$ cat config.mk
export PLATFORM = sky130hd
export DESIGN_NAME = pat_core
export DESIGN_NICKNAME = d
export VERILOG_FILES = /design/src/hw/pat_pkg.sv /design/src/hw/pat_decode.sv /design/src/hw/pat_regfile.sv /design/src/hw/pat_alu.sv /design/src/hw/pat_commit.sv /design/src/hw/pat_pc.sv /design/src/hw/pat_core.sv
export VERILOG_INCLUDE_DIRS = /design/src /design/src/include
export SDC_FILE = /design/constraint.sdc
export NUM_CORES = 1
export LEC_CHECK = 0
export BUFFER_PORTS_ARGS = -buffer_cell sky130_fd_sc_hd__buf_4
export CORE_UTILIZATION = 45
export DETAILED_ROUTE_END_ITERATION = 10
export GPL_ROUTABILITY_DRIVEN = 0
export PLACE_DENSITY = 0.61
export SLEW_MARGIN = 20
export SYNTH_ARGS = -nofsm -noshare
export SYNTH_HDL_FRONTEND = slang
export SYNTH_SLANG_ARGS = --single-unit
$ cat constraint.sdc
create_clock -name clk -period 3.14 [get_ports clk]
set_clock_uncertainty 0.05 [all_clocks]
set_input_delay 0.628 -clock clk [delete_from_list [all_inputs] [get_ports clk]]
set_output_delay 0.628 -clock clk [all_outputs]
set_load 0.01 [all_outputs]
$ cat src/include/pat_defs.svh
`ifndef PAT_DEFS_SVH
`define PAT_DEFS_SVH

// ====================================================================
// widths
// ====================================================================
`define PAT_D_WIDTH      8    // data word
`define PAT_I_WIDTH      23   // instruction word
`define PAT_I_ADR_WIDTH  10   // program counter
`define PAT_R_ADR_WIDTH  3    // register number, eight entries
`define PAT_OP_WIDTH     4    // each of the three opcode spaces

// ====================================================================
// opcodes, all-ones escapes to the next space
// ====================================================================
`define PAT_PREFIX       4'hf
// i8 space
`define PAT_OP_ORI       4'd0
`define PAT_OP_ORR       4'd1
`define PAT_OP_ANDI      4'd2
`define PAT_OP_ANDR      4'd3
`define PAT_OP_ADDI      4'd4
`define PAT_OP_ADDR      4'd5
`define PAT_OP_SUBI      4'd6
`define PAT_OP_SUBR      4'd7
`define PAT_OP_LDI       4'd8
`define PAT_OP_BF        4'd13
`define PAT_OP_CALL      4'd14
// i3 space, taken from imm8[7:4]
`define PAT_OP_SHLZI     4'd0
`define PAT_OP_SHLZR     4'd1
`define PAT_OP_SHLOI     4'd2
`define PAT_OP_SHLOR     4'd3
`define PAT_OP_SHRZI     4'd4
`define PAT_OP_SHRZR     4'd5
`define PAT_OP_ASRI      4'd6
`define PAT_OP_ASRR      4'd7
`define PAT_OP_IN        4'd8
`define PAT_OP_OUT       4'd11
// i0 space, taken from imm8[3:0]
`define PAT_OP_NOT       4'd0
`define PAT_OP_TEST      4'd2
`define PAT_OP_RETURN    4'd3
`define PAT_OP_NOP       4'd15

`define PAT_COND_Z       2'd0   // zero flag set
`define PAT_COND_NZ      2'd1   // zero flag clear
`define PAT_COND_N       2'd2   // negative flag set
`define PAT_COND_AL      2'd3   // always

`define PAT_INSTR_NOP    23'h006fff   // i0 nop, cond AL
`define PAT_JUMP_SHADOW  3      // slots squashed after a taken jump
`define PAT_CALL_ADJUST  2      // pc at load time minus this is the return address

`endif

$ cat src/hw/pat_pkg.sv
`include "pat_defs.svh"

package pat_pkg;

	// ================================================================
	// shared word types
	// ================================================================
	typedef logic [`PAT_D_WIDTH-1:0]     data_t;   // register and port data
	typedef logic [`PAT_I_ADR_WIDTH-1:0] iaddr_t;  // instruction address
	typedef logic [`PAT_I_WIDTH-1:0]     instr_t;  // raw instruction word
	typedef logic [`PAT_R_ADR_WIDTH-1:0] radr_t;   // register number

	// one alu operation per decoded instruction
	typedef enum logic [3:0]
	{
		ALU_OR,      // ori, orr
		ALU_AND,     // andi, andr
		ALU_ADD,     // addi, addr
		ALU_SUB,     // subi, subr
		ALU_NOT,     // complement of a
		ALU_SHLZ,    // left, zero fill
		ALU_SHLO,    // left, one fill
		ALU_SHRZ,    // right, zero fill
		ALU_ASR,     // right, one fill from the top
		ALU_PASS_B   // ldi, in, and ops that write nothing
	} alu_op_t;

endpackage

$ cat src/hw/pat_decode.sv
`timescale 1ns/10ps
`include "pat_defs.svh"

module pat_decode
(
	input  logic               clk,
	input  logic               reset,
	input  pat_pkg::instr_t    i_instruction,
	input  pat_pkg::data_t     i_in0,
	input  pat_pkg::data_t     i_in1,
	input  pat_pkg::data_t     i_in2,
	input  pat_pkg::data_t     i_rd_a,        // R[Rn]
	input  pat_pkg::data_t     i_rd_b,        // R[imm3]
	output pat_pkg::radr_t     o_rd_adr_a,
	output pat_pkg::radr_t     o_rd_adr_b,
	output pat_pkg::alu_op_t   o_alu_op,
	output pat_pkg::data_t     o_a,
	output pat_pkg::data_t     o_b,
	output pat_pkg::radr_t     o_rd,
	output logic [1:0]         o_cond,
	output logic               o_wr,
	output logic               o_out,
	output logic               o_test,
	output logic               o_bf,
	output logic               o_call,
	output logic               o_ret,
	output pat_pkg::data_t     o_offset       // branch distance, raw imm8
);

	pat_pkg::instr_t           instr_q;       // E0 capture
	pat_pkg::radr_t            rn;
	logic [1:0]                cond;
	logic [`PAT_OP_WIDTH-1:0]  opc8, opc3, opc0;
	pat_pkg::data_t            imm8;
	logic [2:0]                imm3;
	logic                      t_i8, t_i3, t_i0;
	logic                      op_alu8, op_shift, op_in, op_not;
	logic                      src_imm;
	pat_pkg::alu_op_t          alu_op;
	pat_pkg::data_t            imm_val, in_sel, b_sel;

	// Rn | reserved 5 | cond | reserved | i8 op | imm8
	assign rn   = instr_q[22:20];
	assign cond = instr_q[14:13];
	assign opc8 = instr_q[11:8];
	assign imm8 = instr_q[7:0];
	assign opc3 = imm8[7:4];   // nested spaces live in imm8
	assign opc0 = imm8[3:0];
	assign imm3 = imm8[2:0];

	assign t_i8 = (opc8 != `PAT_PREFIX);
	assign t_i3 = (opc8 == `PAT_PREFIX) && (opc3 != `PAT_PREFIX);
	assign t_i0 = !t_i8 && !t_i3;

	assign op_alu8  = t_i8 && (opc8 <= `PAT_OP_LDI);   // or/and/add/sub pairs and ldi
	assign op_shift = t_i3 && !opc3[3];                // codes 0..7
	assign op_in    = t_i3 && (opc3 == `PAT_OP_IN);
	assign op_not   = t_i0 && (opc0 == `PAT_OP_NOT);
	// even codes take the immediate, odd ones the second register
	assign src_imm  = (t_i8 && !opc8[0]) || (op_shift && !opc3[0]);

	always_comb
	begin
		alu_op = pat_pkg::ALU_PASS_B;   // ldi, in, non-writing ops
		if (t_i8)
		begin
			case (opc8)
				`PAT_OP_ORI, `PAT_OP_ORR:   alu_op = pat_pkg::ALU_OR;
				`PAT_OP_ANDI, `PAT_OP_ANDR: alu_op = pat_pkg::ALU_AND;
				`PAT_OP_ADDI, `PAT_OP_ADDR: alu_op = pat_pkg::ALU_ADD;
				`PAT_OP_SUBI, `PAT_OP_SUBR: alu_op = pat_pkg::ALU_SUB;
				default:                    alu_op = pat_pkg::ALU_PASS_B;
			endcase
		end
		else if (t_i3)
		begin
			case (opc3)
				`PAT_OP_SHLZI, `PAT_OP_SHLZR: alu_op = pat_pkg::ALU_SHLZ;
				`PAT_OP_SHLOI, `PAT_OP_SHLOR: alu_op = pat_pkg::ALU_SHLO;
				`PAT_OP_SHRZI, `PAT_OP_SHRZR: alu_op = pat_pkg::ALU_SHRZ;
				`PAT_OP_ASRI, `PAT_OP_ASRR:   alu_op = pat_pkg::ALU_ASR;
				default:                      alu_op = pat_pkg::ALU_PASS_B;
			endcase
		end
		else if (op_not)
			alu_op = pat_pkg::ALU_NOT;
	end

	// input port pick, unlisted codes fall back to port 0
	always_comb
	begin
		case (imm3)
			3'd2:    in_sel = i_in1;
			3'd4:    in_sel = i_in2;
			default: in_sel = i_in0;
		endcase
	end

	assign imm_val = t_i8 ? imm8 : {5'b0, imm3};   // i3 shift amount sits in bits 1..0
	assign b_sel   = op_in ? in_sel : (src_imm ? imm_val : i_rd_b);

	assign o_rd_adr_a = rn;
	assign o_rd_adr_b = imm3;   // same bits as imm8[2:0] for i8 register forms

	// ================================================================
	// E0 capture and E1 decode registers
	// ================================================================
	always_ff @(posedge clk)
	begin
		if (reset)
		begin
			instr_q <= `PAT_INSTR_NOP;
			o_wr    <= 1'b0;
			o_out   <= 1'b0;
			o_test  <= 1'b0;
			o_bf    <= 1'b0;
			o_call  <= 1'b0;
			o_ret   <= 1'b0;
		end
		else
		begin
			instr_q <= i_instruction;
			o_wr    <= op_alu8 || op_shift || op_in || op_not;
			o_out   <= t_i3 && (opc3 == `PAT_OP_OUT);
			o_test  <= t_i0 && (opc0 == `PAT_OP_TEST);
			o_bf    <= t_i8 && (opc8 == `PAT_OP_BF);
			o_call  <= t_i8 && (opc8 == `PAT_OP_CALL);
			o_ret   <= t_i0 && (opc0 == `PAT_OP_RETURN);
		end
	end

	always_ff @(posedge clk)
	begin
		o_alu_op <= alu_op;
		o_a      <= i_rd_a;
		o_b      <= b_sel;
		o_rd     <= rn;
		o_cond   <= cond;
		o_offset <= imm8;
	end

endmodule

$ cat src/hw/pat_regfile.sv
`timescale 1ns/10ps
`include "pat_defs.svh"

module pat_regfile
(
	input  logic            clk,
	input  pat_pkg::radr_t  i_adr_a,     // Rn port
	input  pat_pkg::radr_t  i_adr_b,     // second operand port
	input  pat_pkg::radr_t  i_wr_adr,
	input  logic            i_wr,
	input  pat_pkg::data_t  i_wr_data,
	output pat_pkg::data_t  o_data_a,
	output pat_pkg::data_t  o_data_b
);

	localparam int depth = 1 << `PAT_R_ADR_WIDTH;   // eight words

	pat_pkg::data_t mem [depth];

	// asynchronous reads
	assign o_data_a = mem[i_adr_a];
	assign o_data_b = mem[i_adr_b];

	// write lands on the commit edge
	always_ff @(posedge clk)
	begin
		if (i_wr)
			mem[i_wr_adr] <= i_wr_data;
	end

endmodule

$ cat src/hw/pat_alu.sv
`timescale 1ns/10ps
`include "pat_defs.svh"

module pat_alu
(
	input  pat_pkg::alu_op_t  i_op,
	input  pat_pkg::data_t    i_a,    // Rn value
	input  pat_pkg::data_t    i_b,    // immediate, register or port
	output pat_pkg::data_t    o_y
);

	localparam pat_pkg::data_t ones = '1;

	logic [2:0]      amt;        // 1..4
	logic            sub;
	pat_pkg::data_t  b_in;
	pat_pkg::data_t  addsub_y, logic_y, shift_y;
	pat_pkg::data_t  fill_lo, fill_hi;

	// ================================================================
	// add/sub path, one adder with inverted b and carry in
	// ================================================================
	assign sub      = (i_op == pat_pkg::ALU_SUB);
	assign b_in     = sub ? ~i_b : i_b;
	assign addsub_y = i_a + b_in + pat_pkg::data_t'(sub);   // wraps mod 256

	// logic path
	always_comb
	begin
		case (i_op)
			pat_pkg::ALU_OR:  logic_y = i_a | i_b;
			pat_pkg::ALU_AND: logic_y = i_a & i_b;
			pat_pkg::ALU_NOT: logic_y = ~i_a;
			default:          logic_y = i_b;   // pass b for ldi and in
		endcase
	end

	// ================================================================
	// shifter, amount from the two low bits of b plus one
	// ================================================================
	assign amt     = {1'b0, i_b[1:0]} + 3'd1;
	assign fill_lo = ~(ones << amt);   // ones in the vacated low bits
	assign fill_hi = ~(ones >> amt);   // ones in the vacated high bits

	always_comb
	begin
		case (i_op)
			pat_pkg::ALU_SHLZ: shift_y = i_a << amt;
			pat_pkg::ALU_SHLO: shift_y = (i_a << amt) | fill_lo;
			pat_pkg::ALU_SHRZ: shift_y = i_a >> amt;
			default:           shift_y = (i_a >> amt) | fill_hi;   // asr, always fills ones
		endcase
	end

	// result select
	always_comb
	begin
		case (i_op)
			pat_pkg::ALU_ADD, pat_pkg::ALU_SUB:   o_y = addsub_y;
			pat_pkg::ALU_SHLZ, pat_pkg::ALU_SHLO,
			pat_pkg::ALU_SHRZ, pat_pkg::ALU_ASR:  o_y = shift_y;
			default:                              o_y = logic_y;
		endcase
	end

endmodule

$ cat src/hw/pat_commit.sv
`timescale 1ns/10ps
`include "pat_defs.svh"

module pat_commit
(
	input  logic            clk,
	input  logic            reset,
	input  pat_pkg::data_t  i_y,             // alu result
	input  pat_pkg::data_t  i_a,             // Rn value, for out and test
	input  pat_pkg::radr_t  i_rd,
	input  logic [1:0]      i_cond,
	input  logic            i_wr,
	input  logic            i_out,
	input  logic            i_test,
	input  logic            i_bf,
	input  logic            i_call,
	input  logic            i_ret,
	input  pat_pkg::data_t  i_offset,
	output logic            o_wr,
	output pat_pkg::radr_t  o_wr_adr,
	output pat_pkg::data_t  o_wr_data,
	output pat_pkg::data_t  o_out,
	output logic            o_out_wr,        // one pulse per out
	output logic            o_jump_forward,  // bf or call, to pc
	output logic            o_jump_return,
	output logic            o_call,
	output pat_pkg::data_t  o_offset,
	output logic            o_jump
);

	localparam int shadow_w = $clog2(`PAT_JUMP_SHADOW + 1);
	localparam logic [shadow_w-1:0] shadow_len = shadow_w'(`PAT_JUMP_SHADOW);

	logic                 z, n;       // only test updates these
	logic                 cond_ok;
	logic                 exec;       // instruction takes effect
	logic                 take;       // taken jump of any kind
	logic [shadow_w-1:0]  shadow;     // squashed slots still to come

	always_comb
	begin
		case (i_cond)
			`PAT_COND_Z:  cond_ok = z;
			`PAT_COND_NZ: cond_ok = !z;
			`PAT_COND_N:  cond_ok = n;
			default:      cond_ok = 1'b1;
		endcase
	end

	assign exec = cond_ok && (shadow == '0);
	assign take = exec && (i_bf || i_call || i_ret);

	// register write goes straight to the file, written on this edge
	assign o_wr      = exec && i_wr;
	assign o_wr_adr  = i_rd;
	assign o_wr_data = i_y;

	// ================================================================
	// E2 commit registers
	// ================================================================
	always_ff @(posedge clk)
	begin
		if (reset)
		begin
			z <= 1'b0;
			n <= 1'b0;
			shadow <= '0;
			o_out <= '0;
			o_out_wr <= 1'b0;
			o_jump_forward <= 1'b0;
			o_jump_return <= 1'b0;
			o_call <= 1'b0;
			o_jump <= 1'b0;
		end
		else
		begin
			o_out_wr <= exec && i_out;
			o_jump_forward <= exec && (i_bf || i_call);   // call branches like bf
			o_jump_return <= exec && i_ret;
			o_call <= exec && i_call;   // pc latches the link
			o_jump <= take;
			if (take)
				shadow <= shadow_len;   // kill the three already in flight
			else if (shadow != '0)
				shadow <= shadow - 1'b1;
			if (exec && i_test)
			begin
				z <= (i_a == '0);
				n <= i_a[`PAT_D_WIDTH-1];
			end
			if (exec && i_out)
				o_out <= i_a;
		end
	end

	// distance follows the jump pulse to the pc
	always_ff @(posedge clk)
		o_offset <= i_offset;

endmodule

$ cat src/hw/pat_pc.sv
`timescale 1ns/10ps
`include "pat_defs.svh"

module pat_pc
(
	input  logic             clk,
	input  logic             reset,
	input  logic             i_jump_forward,   // bf or call
	input  logic             i_jump_return,
	input  logic             i_call,           // latch link register
	input  pat_pkg::data_t   i_offset,         // signed distance
	output pat_pkg::iaddr_t  o_pc
);

	localparam pat_pkg::iaddr_t call_adjust = `PAT_CALL_ADJUST;

	pat_pkg::iaddr_t pc;
	pat_pkg::iaddr_t lr;           // single-level return address
	pat_pkg::iaddr_t offset_ext;

	// sign extend imm8 to the address width
	assign offset_ext = {{(`PAT_I_ADR_WIDTH - `PAT_D_WIDTH){i_offset[`PAT_D_WIDTH-1]}},
		i_offset};

	// ================================================================
	// program counter
	// ================================================================
	always_ff @(posedge clk)
	begin
		if (reset)
			pc <= '0;
		else if (i_jump_forward)
			pc <= pc + offset_ext;   // relative to the slot three past the jump
		else if (i_jump_return)
			pc <= lr;
		else
			pc <= pc + 1'b1;
	end

	// pc is three ahead of the call here, the link points one past it
	always_ff @(posedge clk)
	begin
		if (i_call)
			lr <= pc - call_adjust;
	end

	assign o_pc = pc;

endmodule

$ cat src/hw/pat_core.sv
`timescale 1ns/10ps
`include "pat_defs.svh"

module pat_core
(
	input  logic             clk,
	input  logic             reset,
	input  pat_pkg::instr_t  i_instruction,   // word at o_pc
	input  pat_pkg::data_t   i_in0,
	input  pat_pkg::data_t   i_in1,
	input  pat_pkg::data_t   i_in2,
	output pat_pkg::iaddr_t  o_pc,
	output logic             o_jump,
	output pat_pkg::data_t   o_out,
	output logic             o_out_wr
);

	// register file ports
	pat_pkg::radr_t    rd_adr_a, rd_adr_b, wr_adr;
	pat_pkg::data_t    rd_a, rd_b, wr_data;
	logic              wr;

	// ================================================================
	// decode to commit
	// ================================================================
	pat_pkg::alu_op_t  alu_op;
	pat_pkg::data_t    a, b, y, offset;
	pat_pkg::radr_t    rd;
	logic [1:0]        cond;
	logic              d_wr, d_out, d_test, d_bf, d_call, d_ret;

	// commit to pc
	logic              jump_forward, jump_return, call;
	pat_pkg::data_t    pc_offset;

	pat_decode u_decode (.clk(clk), .reset(reset), .i_instruction(i_instruction),
		.i_in0(i_in0), .i_in1(i_in1), .i_in2(i_in2), .i_rd_a(rd_a), .i_rd_b(rd_b),
		.o_rd_adr_a(rd_adr_a), .o_rd_adr_b(rd_adr_b), .o_alu_op(alu_op), .o_a(a), .o_b(b),
		.o_rd(rd), .o_cond(cond), .o_wr(d_wr), .o_out(d_out), .o_test(d_test),
		.o_bf(d_bf), .o_call(d_call), .o_ret(d_ret), .o_offset(offset));

	pat_regfile u_regfile (.clk(clk), .i_adr_a(rd_adr_a), .i_adr_b(rd_adr_b),
		.i_wr_adr(wr_adr), .i_wr(wr), .i_wr_data(wr_data), .o_data_a(rd_a),
		.o_data_b(rd_b));

	pat_alu u_alu (.i_op(alu_op), .i_a(a), .i_b(b), .o_y(y));

	pat_commit u_commit (.clk(clk), .reset(reset), .i_y(y), .i_a(a), .i_rd(rd),
		.i_cond(cond), .i_wr(d_wr), .i_out(d_out), .i_test(d_test), .i_bf(d_bf),
		.i_call(d_call), .i_ret(d_ret), .i_offset(offset), .o_wr(wr), .o_wr_adr(wr_adr),
		.o_wr_data(wr_data), .o_out(o_out), .o_out_wr(o_out_wr),
		.o_jump_forward(jump_forward), .o_jump_return(jump_return), .o_call(call),
		.o_offset(pc_offset), .o_jump(o_jump));

	pat_pc u_pc (.clk(clk), .reset(reset), .i_jump_forward(jump_forward),
		.i_jump_return(jump_return), .i_call(call), .i_offset(pc_offset), .o_pc(o_pc));

endmodule

# == Yosys cells after proc, flatten, opt, wreduce, memory -nomap -nowiden ==
# Memory sizes are Yosys's and may differ from the RTL's. A register that Yosys moved wholly into a read port is not among the register bits.
# Cells that the tools add are included.
# word_totals
regBits,99
inputBits,49
memories,3
rom_bits,48
out_inout_bits,20
elab_cells,133
ram_bits,64
# memory_table
name,words,word_bits,rd,rd_ports_with_merged_regs,write_ports,line,text
u_regfile.mem,8,8,2,2,1,pat_regfile.sv:18,pat_pkg::data_t mem [depth];
(name not given),8,4,1,1,0,pat_decode.sv:77,case (opc3)
(name not given),8,2,1,1,0,pat_decode.sv:67,case (opc8)
# op_classes
n_addsub,7
muxes,23
shift,4
eq_ne,21
reduce_logical,42
bitwise_logic,8
order_cmp,1
# op_table
cell,count
$pmux W8 S3,2
$mux W8,4
$not A8 Y8,4
$pmux W8 S2,2
$eq A4 B4 Y1 const B,6
$or A8 B8 Y8,3
$logic_and A1 B1 Y1,21
$mux W10,2
$mux W4,5
$eq A4 B2 Y1 const B,4
$eq A4 B3 Y1 const B,4
$add A10 B1 Y10 const B,1
$add A10 B10 Y10,1
$sub A10 B2 Y10 const B,1
$mux W3,3
$add A8 B1 Y8,1
$add A8 B8 Y8,1
$and A8 B8 Y8,1
$logic_not A4 Y1,2
$logic_not A8 Y1,1
$ne A4 B4 Y1 const B,2
$shl A8 B3 Y8,1
$shl A8 B3 Y8 const A,1
$shr A8 B3 Y8,1
18 further kinds,32

# == Logic depth before layout (Yosys ltp) ==
# Gate-level depths: netlist of the first run.
# logic_depth
depth_word,8
ltp_mapped,10
ltp_nobuf,8

# == Cells and area by module ==
# From an unflattened synthesis of the first run, not the netlist that was laid out.
# unflattened
cells_unflattened,776
hier_area_um2,8953.6
# modules_own_cells
mod,cells_per_inst,instances,seq_area_each_um2,area_per_inst_um2
pat_regfile,135,1,1921.8,3078.0
pat_decode,193,1,1201.2,2075.7
pat_alu,208,1,0.0,1482.7
pat_pc,153,1,500.5,1405.1
pat_commit,87,1,500.5,912.1

# == Worst setup path before layout of the first run ==
# OpenSTA, ideal clock, no wires.
# synth_timing
kind,register to register
start,register u_decode.o_b[0]
end,"memory u_regfile.mem[0][6] in the netlist's numbering, data pin"
path_stages_with_launch,10
required_ns,2.916
setup_ns,0.174
period_less_slack_ns,2.811
n_path_buf,3
arrival_time_ns,2.587
setup_slack_ns,0.329
cell_sequence,dfxtp_1 > buf_4 > buf_2 > inv_1 > ha_1 > clkbuf_1 > mux2_2 > and3_1 > or4_1 > nand3_1
# synth_between
elab_chain_len,6
elab_cells_between_ends,15
classes_between,add/sub: 3; shift: 4; mux: 3; bitwise: 5
# synth_rtl
element,line,text
start: declaration,pat_decode.sv:18,"output pat_pkg::data_t o_b,"
start signal: assignment,pat_decode.sv:136,o_b <= b_sel;
"parallel branches: the longest is 5 deep, another holds $add A8 B8 Y8",n/a,
$pmux W8 S2 *,pat_alu.sv:58,case (i_op)
net u_alu.o_y[6],pat_alu.sv:9,output pat_pkg::data_t o_y
end: declaration,pat_regfile.sv:18,
# Mark *: on every way through the listed nets, which the timed path passes.

# == Worst setup path in the final report of the first run ==
# layout_timing
start,register u_decode.o_alu_op[3]
end,"memory u_regfile.mem[1][7] in the netlist's numbering, data pin"
# layout_between
elab_chain_len,5
elab_cells_between_ends,17
classes_between,add/sub: 2; eq/ne: 8; mux: 4; reduce/logical: 3
# layout_rtl
element,line,text
start: declaration,pat_decode.sv:16,"output pat_pkg::alu_op_t o_alu_op,"
start signal: assignment,pat_decode.sv:134,o_alu_op <= alu_op;
$eq A4 B2 Y1,"pat_alu.sv:23, pat_alu.sv:58",
$mux W8,pat_alu.sv:24,assign b_in = sub ? ~i_b : i_b;
$add A8 B8 Y8,pat_alu.sv:25,assign addsub_y = i_a + b_in + pat_pkg::data_t'(sub);
$add A8 B1 Y8,pat_alu.sv:25,
$pmux W8 S2 *,pat_alu.sv:58,
net u_alu.o_y[7],pat_alu.sv:9,
# The timed path passes the listed nets; every way through them passes the cells marked *.

==> results.sh, run 1 <==
export IMPL_critPathBufInv=3
export IMPL_yosysSeqAreaShare=0.480
export IMPL_nets=914
export IMPL_die_h_um=140
export IMPL_r2r_cells=11
export IMPL_core_mm2=0.0187
export IMPL_hold_buffers=0
export IMPL_synthCells=784
export IMPL_syn_area_mm2=0.00858
export IMPL_yosys_register_bits=169
export IMPL_cts_root_buf="clkbuf_16"
export IMPL_critPathKind="register to register"
export IMPL_dp_slack_ns=0.235
export IMPL_grt_pass1_vias=6254
export IMPL_status="finished, final reports clean"
export IMPL_drv_slew=0
export IMPL_finalSetupViolCount=0
export IMPL_clk_pin_slew_ns=0.06
export IMPL_required_ns=3.39
export IMPL_synth_cell_types=66
export IMPL_hp_class="register to register"
export IMPL_netlist_area_leader_share=0.259
export IMPL_drt_initial_drc_count=659
export IMPL_area_growth_pct=15.7
export IMPL_async_reset_ff_frac=0
export IMPL_grt_max_degree=49
export IMPL_ir_drop_mv=0.494
export IMPL_tightest_slew_ns=0.921
export IMPL_final_antenna_net_count=0
export IMPL_drive_above_1_share=0.223
export IMPL_cts_repair_resized=0
export IMPL_cts_post_setup_buffers_inserted=0
export IMPL_fillers=1619
export IMPL_tns_ns=0
export IMPL_finalWorstSetupSlack_ns=0.158
export IMPL_crit_arrival_ns=3.23
export IMPL_period_needed_ns=2.98
export IMPL_cts_sinks=169
export IMPL_rsz0062_at_grt="false"
export IMPL_grt_usage=0.226
export IMPL_via_count=6459
export IMPL_post_drt_wl_per_cell_um=19.6
export IMPL_syn_avg_cell_area_um2=10.9
export IMPL_mostFrequentLayoutCell="dfxtp_1"
export IMPL_syn_nets=860
export IMPL_portBuffers=62
export IMPL_cpMostUsedCell="buf_4"
export IMPL_hold_viol_final=0
export IMPL_synth_top_area_cell="edfxtp_1"
export IMPL_cp_cell_sequence="nand4bb_1 -> buf_4 -> xnor2_1 -> ha_1 -> a21oi_1 -> buf_4 -> nand2b_1 -> o311ai_0 -> a21oi_1 -> o31ai_1 -> buf_4"
export IMPL_cts_max_path_buffers=2
export IMPL_slowest_delay_ns=0.43
export IMPL_synth_edf_count=74
export IMPL_hpwl_mm=15.1
export IMPL_path_max_fanout=8
export IMPL_fmax_ghz=0.335
export IMPL_p_leak_nw=3.79
export IMPL_std_cell_rows=50
export IMPL_dieArea_mm2=0.0196
export IMPL_ys_warn_count=0
export IMPL_powerDensity_mw_per_mm2=590
export IMPL_ios=69
export IMPL_chipWidth_um=140
export IMPL_cp_end_kind="register"
export IMPL_h_tree_depth=4
export IMPL_synth_main_ff_cell="dfxtp_1"
export IMPL_slowest_stage="o311ai_0"
export IMPL_route_detailed_drc=0
export IMPL_overflow=0
export IMPL_synth_top_cells_by_area="edfxtp_1 (26%), dfxtp_1 (22%), mux4_2 (8.7%), ha_1 (3.6%), a21oi_1 (3.0%)"
export IMPL_grt_pass1_wl_mm=33.8
export IMPL_antenna_cells=0
export IMPL_relSlewSlack=0.385
export IMPL_cts_tree="yes"
export IMPL_hold_depth=0
export IMPL_antenna_found_initial=0
export IMPL_crit_family="compound AO/OA/AOI/OAI gates"
export IMPL_drt_pre_antenna_iters=5
export IMPL_cts_made_buffers=17
export IMPL_initial_core_util=0.459
export IMPL_max_cap_viol_count=0
export IMPL_vias_per_cell=5.95
export IMPL_routed_wl_mm=21.3
export IMPL_cp_start_kind="register"
export IMPL_period_share=0.950
export IMPL_crit_cells=11
export IMPL_mostFrequentLayoutCells="dfxtp_1 (95), buf_4 (86), edfxtp_1 (74)"
export IMPL_clk_latency_ns=0.44
[metal layers]
metal | up-vias | routed length, um | GRT usage
met1 | 3173 | 9610 | 0.303
met5 | - | 0 | 0
li1 | 3047 | - | -
met2 | 210 | 10200 | 0.362
met4 | 0 | 396 | 0.0816
met3 | 29 | 1100 | 0.0455
[worst reg2reg max path, stage by stage, from the launching register on]
cell and delay, ns:
dfxtp_1 0.31, nand4bb_1 0.26, buf_4 0.24, xnor2_1 0.13, ha_1 0.34, a21oi_1 0.22, buf_4 0.16, nand2b_1 0.06
o311ai_0 0.43, a21oi_1 0.13, o31ai_1 0.30, buf_4 0.22
[power breakdown]
group          internal, mW  switching (mW)
logic                 0.468           0.597
clock network          1.34           0.901
registers              2.44           0.117
total                  4.25            1.62
[area by class of cell]
cell class / count / area, um^2 / area share
multi-input combinational: 535 / 4140 / 0.417
sequential: 169 / 4120 / 0.415
timing repair buffer: 86 / 646 / 0.0650
clock buffer: 18 / 429 / 0.0432
tap: 234 / 293 / 0.0295
clock inverter: 14 / 194 / 0.0195
inverter: 29 / 109 / 0.0110
[state kept, by name, indices dropped and copies added, names as in the netlist, 10 cells and up, named ones only]
register and count:
u_regfile.mem 64, u_decode.instr_q 17, u_pc.lr 10, u_pc.o_pc 10
[metrics by stage]
stage	hold slack, ns	std cells	utilization	instance area, um^2	total power, mW
finish	0.277	1085	0.531	9930	5.86
global route	0.285	1085	0.531	9930	6.12
CTS	0.278	1085	0.531	9930	5.88
detailed placement	0.262	1053	0.497	9300	3.66
global placement	0.262	1053	0.497	9300	3.61
floorplan	0.260	784	-	8580	3.32
[synthesized netlist by cell type, drive strengths merged (4+ instances only)]
master	number
o211ai	6
nor4	7
mux2i	19
and3	4
xor2	14
nor3b	5
clkbuf	34
o221ai	8
nor2b	16
buf	17
o31ai	4
mux2	21
o22ai	20
o22a	5
a32oi	6
or2	17
nand2	54
nand3	24
a21oi	51
a211oi	5
inv	28
nor3	8
o21ai	44
ha	25
nand4	7
xnor2	20
edfxtp	74
a21o	4
mux4	33
a31oi	8
a221oi	6
dfxtp	95
nor2	42
nand2b	11
[worst paths after layout]
kind	startpoint	to	slack (ns)
setup / recovery	u_decode.o_alu_op[3]	u_regfile.mem[1][7]	0.16
hold reg to reg	u_decode.o_offset[5]	u_commit.o_offset[5]	0.28
setup reg to reg	u_decode.o_alu_op[3]	u_regfile.mem[1][7]	0.16
hold / removal	u_decode.o_offset[5]	u_commit.o_offset[5]	0.28
[kinds of logic after synthesis]
family | after synthesis | synth area share
flip-flops | 169 | 0.480
adder cells (fa/ha/maj) | 28 | 0.0423
AND/OR/NAND/NOR | 212 | 0.127
XOR/XNOR | 34 | 0.0347
buffers and inverters | 80 | 0.0382
multiplexers | 73 | 0.136
AO/OA/AOI/OAI | 188 | 0.141
(Power assumes the default switching activity.)
==> run 2, diff against run 1 <==
Clock period 3.14 ns to 3.9 ns, I/O delays scaled along.
==> results.sh, run 2 (synthesis results as in run 1) <==
export IMPL_cts_tree="yes"
export IMPL_cts_sinks=169
export IMPL_grt_pass1_wl_mm=34.7
export IMPL_r2r_end="u_regfile.mem[2][6]"
export IMPL_relSlewSlack=0.339
export IMPL_portBuffers=62
export IMPL_final_antenna_net_count=0
export IMPL_antenna_cells=0
export IMPL_largest_register="u_regfile.mem"
export IMPL_drive_above_1_share=0.219
export IMPL_ir_drop_mv=0.368
export IMPL_r2r_cells=8
export IMPL_drv_slew=0
export IMPL_cts_post_setup_buffers_inserted=0
export IMPL_status="finished, final reports clean"
export IMPL_drt_initial_drc_count=715
export IMPL_vias_per_cell=5.99
export IMPL_startpoint="u_decode.o_alu_op[2]"
export IMPL_reg2reg_from="u_decode.o_alu_op[2]"
export IMPL_clk_pin_slew_ns=0.07
export IMPL_route_detailed_drc=0
export IMPL_cts_max_path_buffers=2
export IMPL_period_share=0.934
export IMPL_timing_hold_ws_ns=0.274
export IMPL_h_tree_depth=4
export IMPL_dieArea_mm2=0.0196
export IMPL_max_cap_viol_count=0
export IMPL_top_regs="u_regfile.mem: 64 flops, u_decode.instr_q: 17 flops"
export IMPL_std_cell_rows=50
export IMPL_endpoint="u_regfile.mem[2][6]"
export IMPL_cp_start_kind="register"
export IMPL_required_ns=3.94
export IMPL_cts_repair_resized=0
export IMPL_p_leak_nw=3.70
export IMPL_critPathKind="register to register"
export IMPL_rsz0062_at_grt="false"
export IMPL_regToRegSetupSlack_ns=0.26
export IMPL_largest_register_ffs=64
export IMPL_initial_core_util=0.459
export IMPL_area_growth_pct=14.2
export IMPL_antenna_found_initial=0
export IMPL_mostFrequentLayoutCell="dfxtp_1"
export IMPL_period_needed_ns=3.64
export IMPL_overflow=0
export IMPL_routed_wl_mm=21.3
export IMPL_hp_class="register to register"
export IMPL_path_max_fanout=17
export IMPL_drt_pre_antenna_iters=5
export IMPL_hold_buffers=0
export IMPL_crit_arrival_ns=3.68
export IMPL_post_drt_wl_per_cell_um=19.9
export IMPL_cts_root_buf="clkbuf_16"
export IMPL_die_h_um=140
export IMPL_chipWidth_um=140
export IMPL_hold_viol_final=0
export IMPL_grt_max_degree=49
export IMPL_hpwl_mm=15.2
export IMPL_cts_made_buffers=17
export IMPL_ios=69
export IMPL_mostFrequentLayoutCells="dfxtp_1 (95), edfxtp_1 (74), buf_4 (72)"
export IMPL_powerDensity_mw_per_mm2=463
export IMPL_tightest_slew_ns=0.991
export IMPL_grt_pass1_vias=6378
export IMPL_fmax_ghz=0.274
export IMPL_grt_usage=0.230
export IMPL_tns_ns=0
export IMPL_cp_end_kind="register"
export IMPL_finalSetupViolCount=0
export IMPL_nets=900
export IMPL_core_mm2=0.0187
export IMPL_via_count=6414
export IMPL_clk_latency_ns=0.43
export IMPL_fillers=1603
-- run 2: worst min path at each step --
stage | cells after the start | endpoint | start | slack [ns]
floorplan | 0 | u_commit.o_offset[0] | u_decode.o_offset[0] | 0.26
global placement | 0 | u_commit.o_offset[0] | u_decode.o_offset[0] | 0.26
detailed placement | 0 | u_commit.o_offset[0] | u_decode.o_offset[0] | 0.26
CTS | 0 | u_commit.o_offset[1] | u_decode.o_offset[1] | 0.28
global route | 0 | u_commit.o_offset[5] | u_decode.o_offset[5] | 0.28
finish | 0 | u_commit.o_offset[1] | u_decode.o_offset[1] | 0.27
-- run 2: per-stage QoR --
stage	area (um^2)	power (mW)	std cells	setup WS [ns]	utilization
3_5_place_dp	9230	2.92	1039	0.304	0.493
3_3_place_gp	9220	2.89	1039	0.515	0.493
5_1_grt	9810	4.74	1071	0.00714	0.524
4_1_cts	9810	4.57	1071	0.299	0.524
2_1_floorplan	8580	2.67	784	1.09	-
6_report	9810	4.54	1071	0.256	0.524
-- run 2: report_power, final --
part	total, mW	internal, mW	switching [mW]
clock	1.64	0.851	0.790
sequential	2.07	1.97	0.101
combinational	0.830	0.363	0.467
total	4.54	3.18	1.36
-- run 2: layout make-up --
| class | count | area [um^2] | area share |
|---|---|---|---|
| clock buffers | 17 | 425 | 0.0434 |
| inverters | 29 | 109 | 0.0111 |
| flip-flops and latches | 169 | 4120 | 0.421 |
| repair buffers | 72 | 541 | 0.0551 |
| multi-input cells | 535 | 4160 | 0.424 |
| clock inverters | 15 | 154 | 0.0157 |
| well taps | 234 | 293 | 0.0299 |
-- run 2: routing by layer --
layer	GRT usage	vias up	part of all wire
met3	0.0468	41	0.060
met1	0.309	3131	0.45
met2	0.372	221	0.47
met4	0.0746	0	0.019
met5	0	-	0
li1	-	3021	-
-- run 2: worst max-delay path, stage by stage (launching register included) --
cell and delay [ns]:
dfxtp_1 0.48, nand4bb_1 0.72, xnor2_1 0.52, fa_1 0.28, a21oi_1 0.10, o21ai_0 0.29, mux2_2 0.37, o21ai_0 0.19
nand3_1 0.30
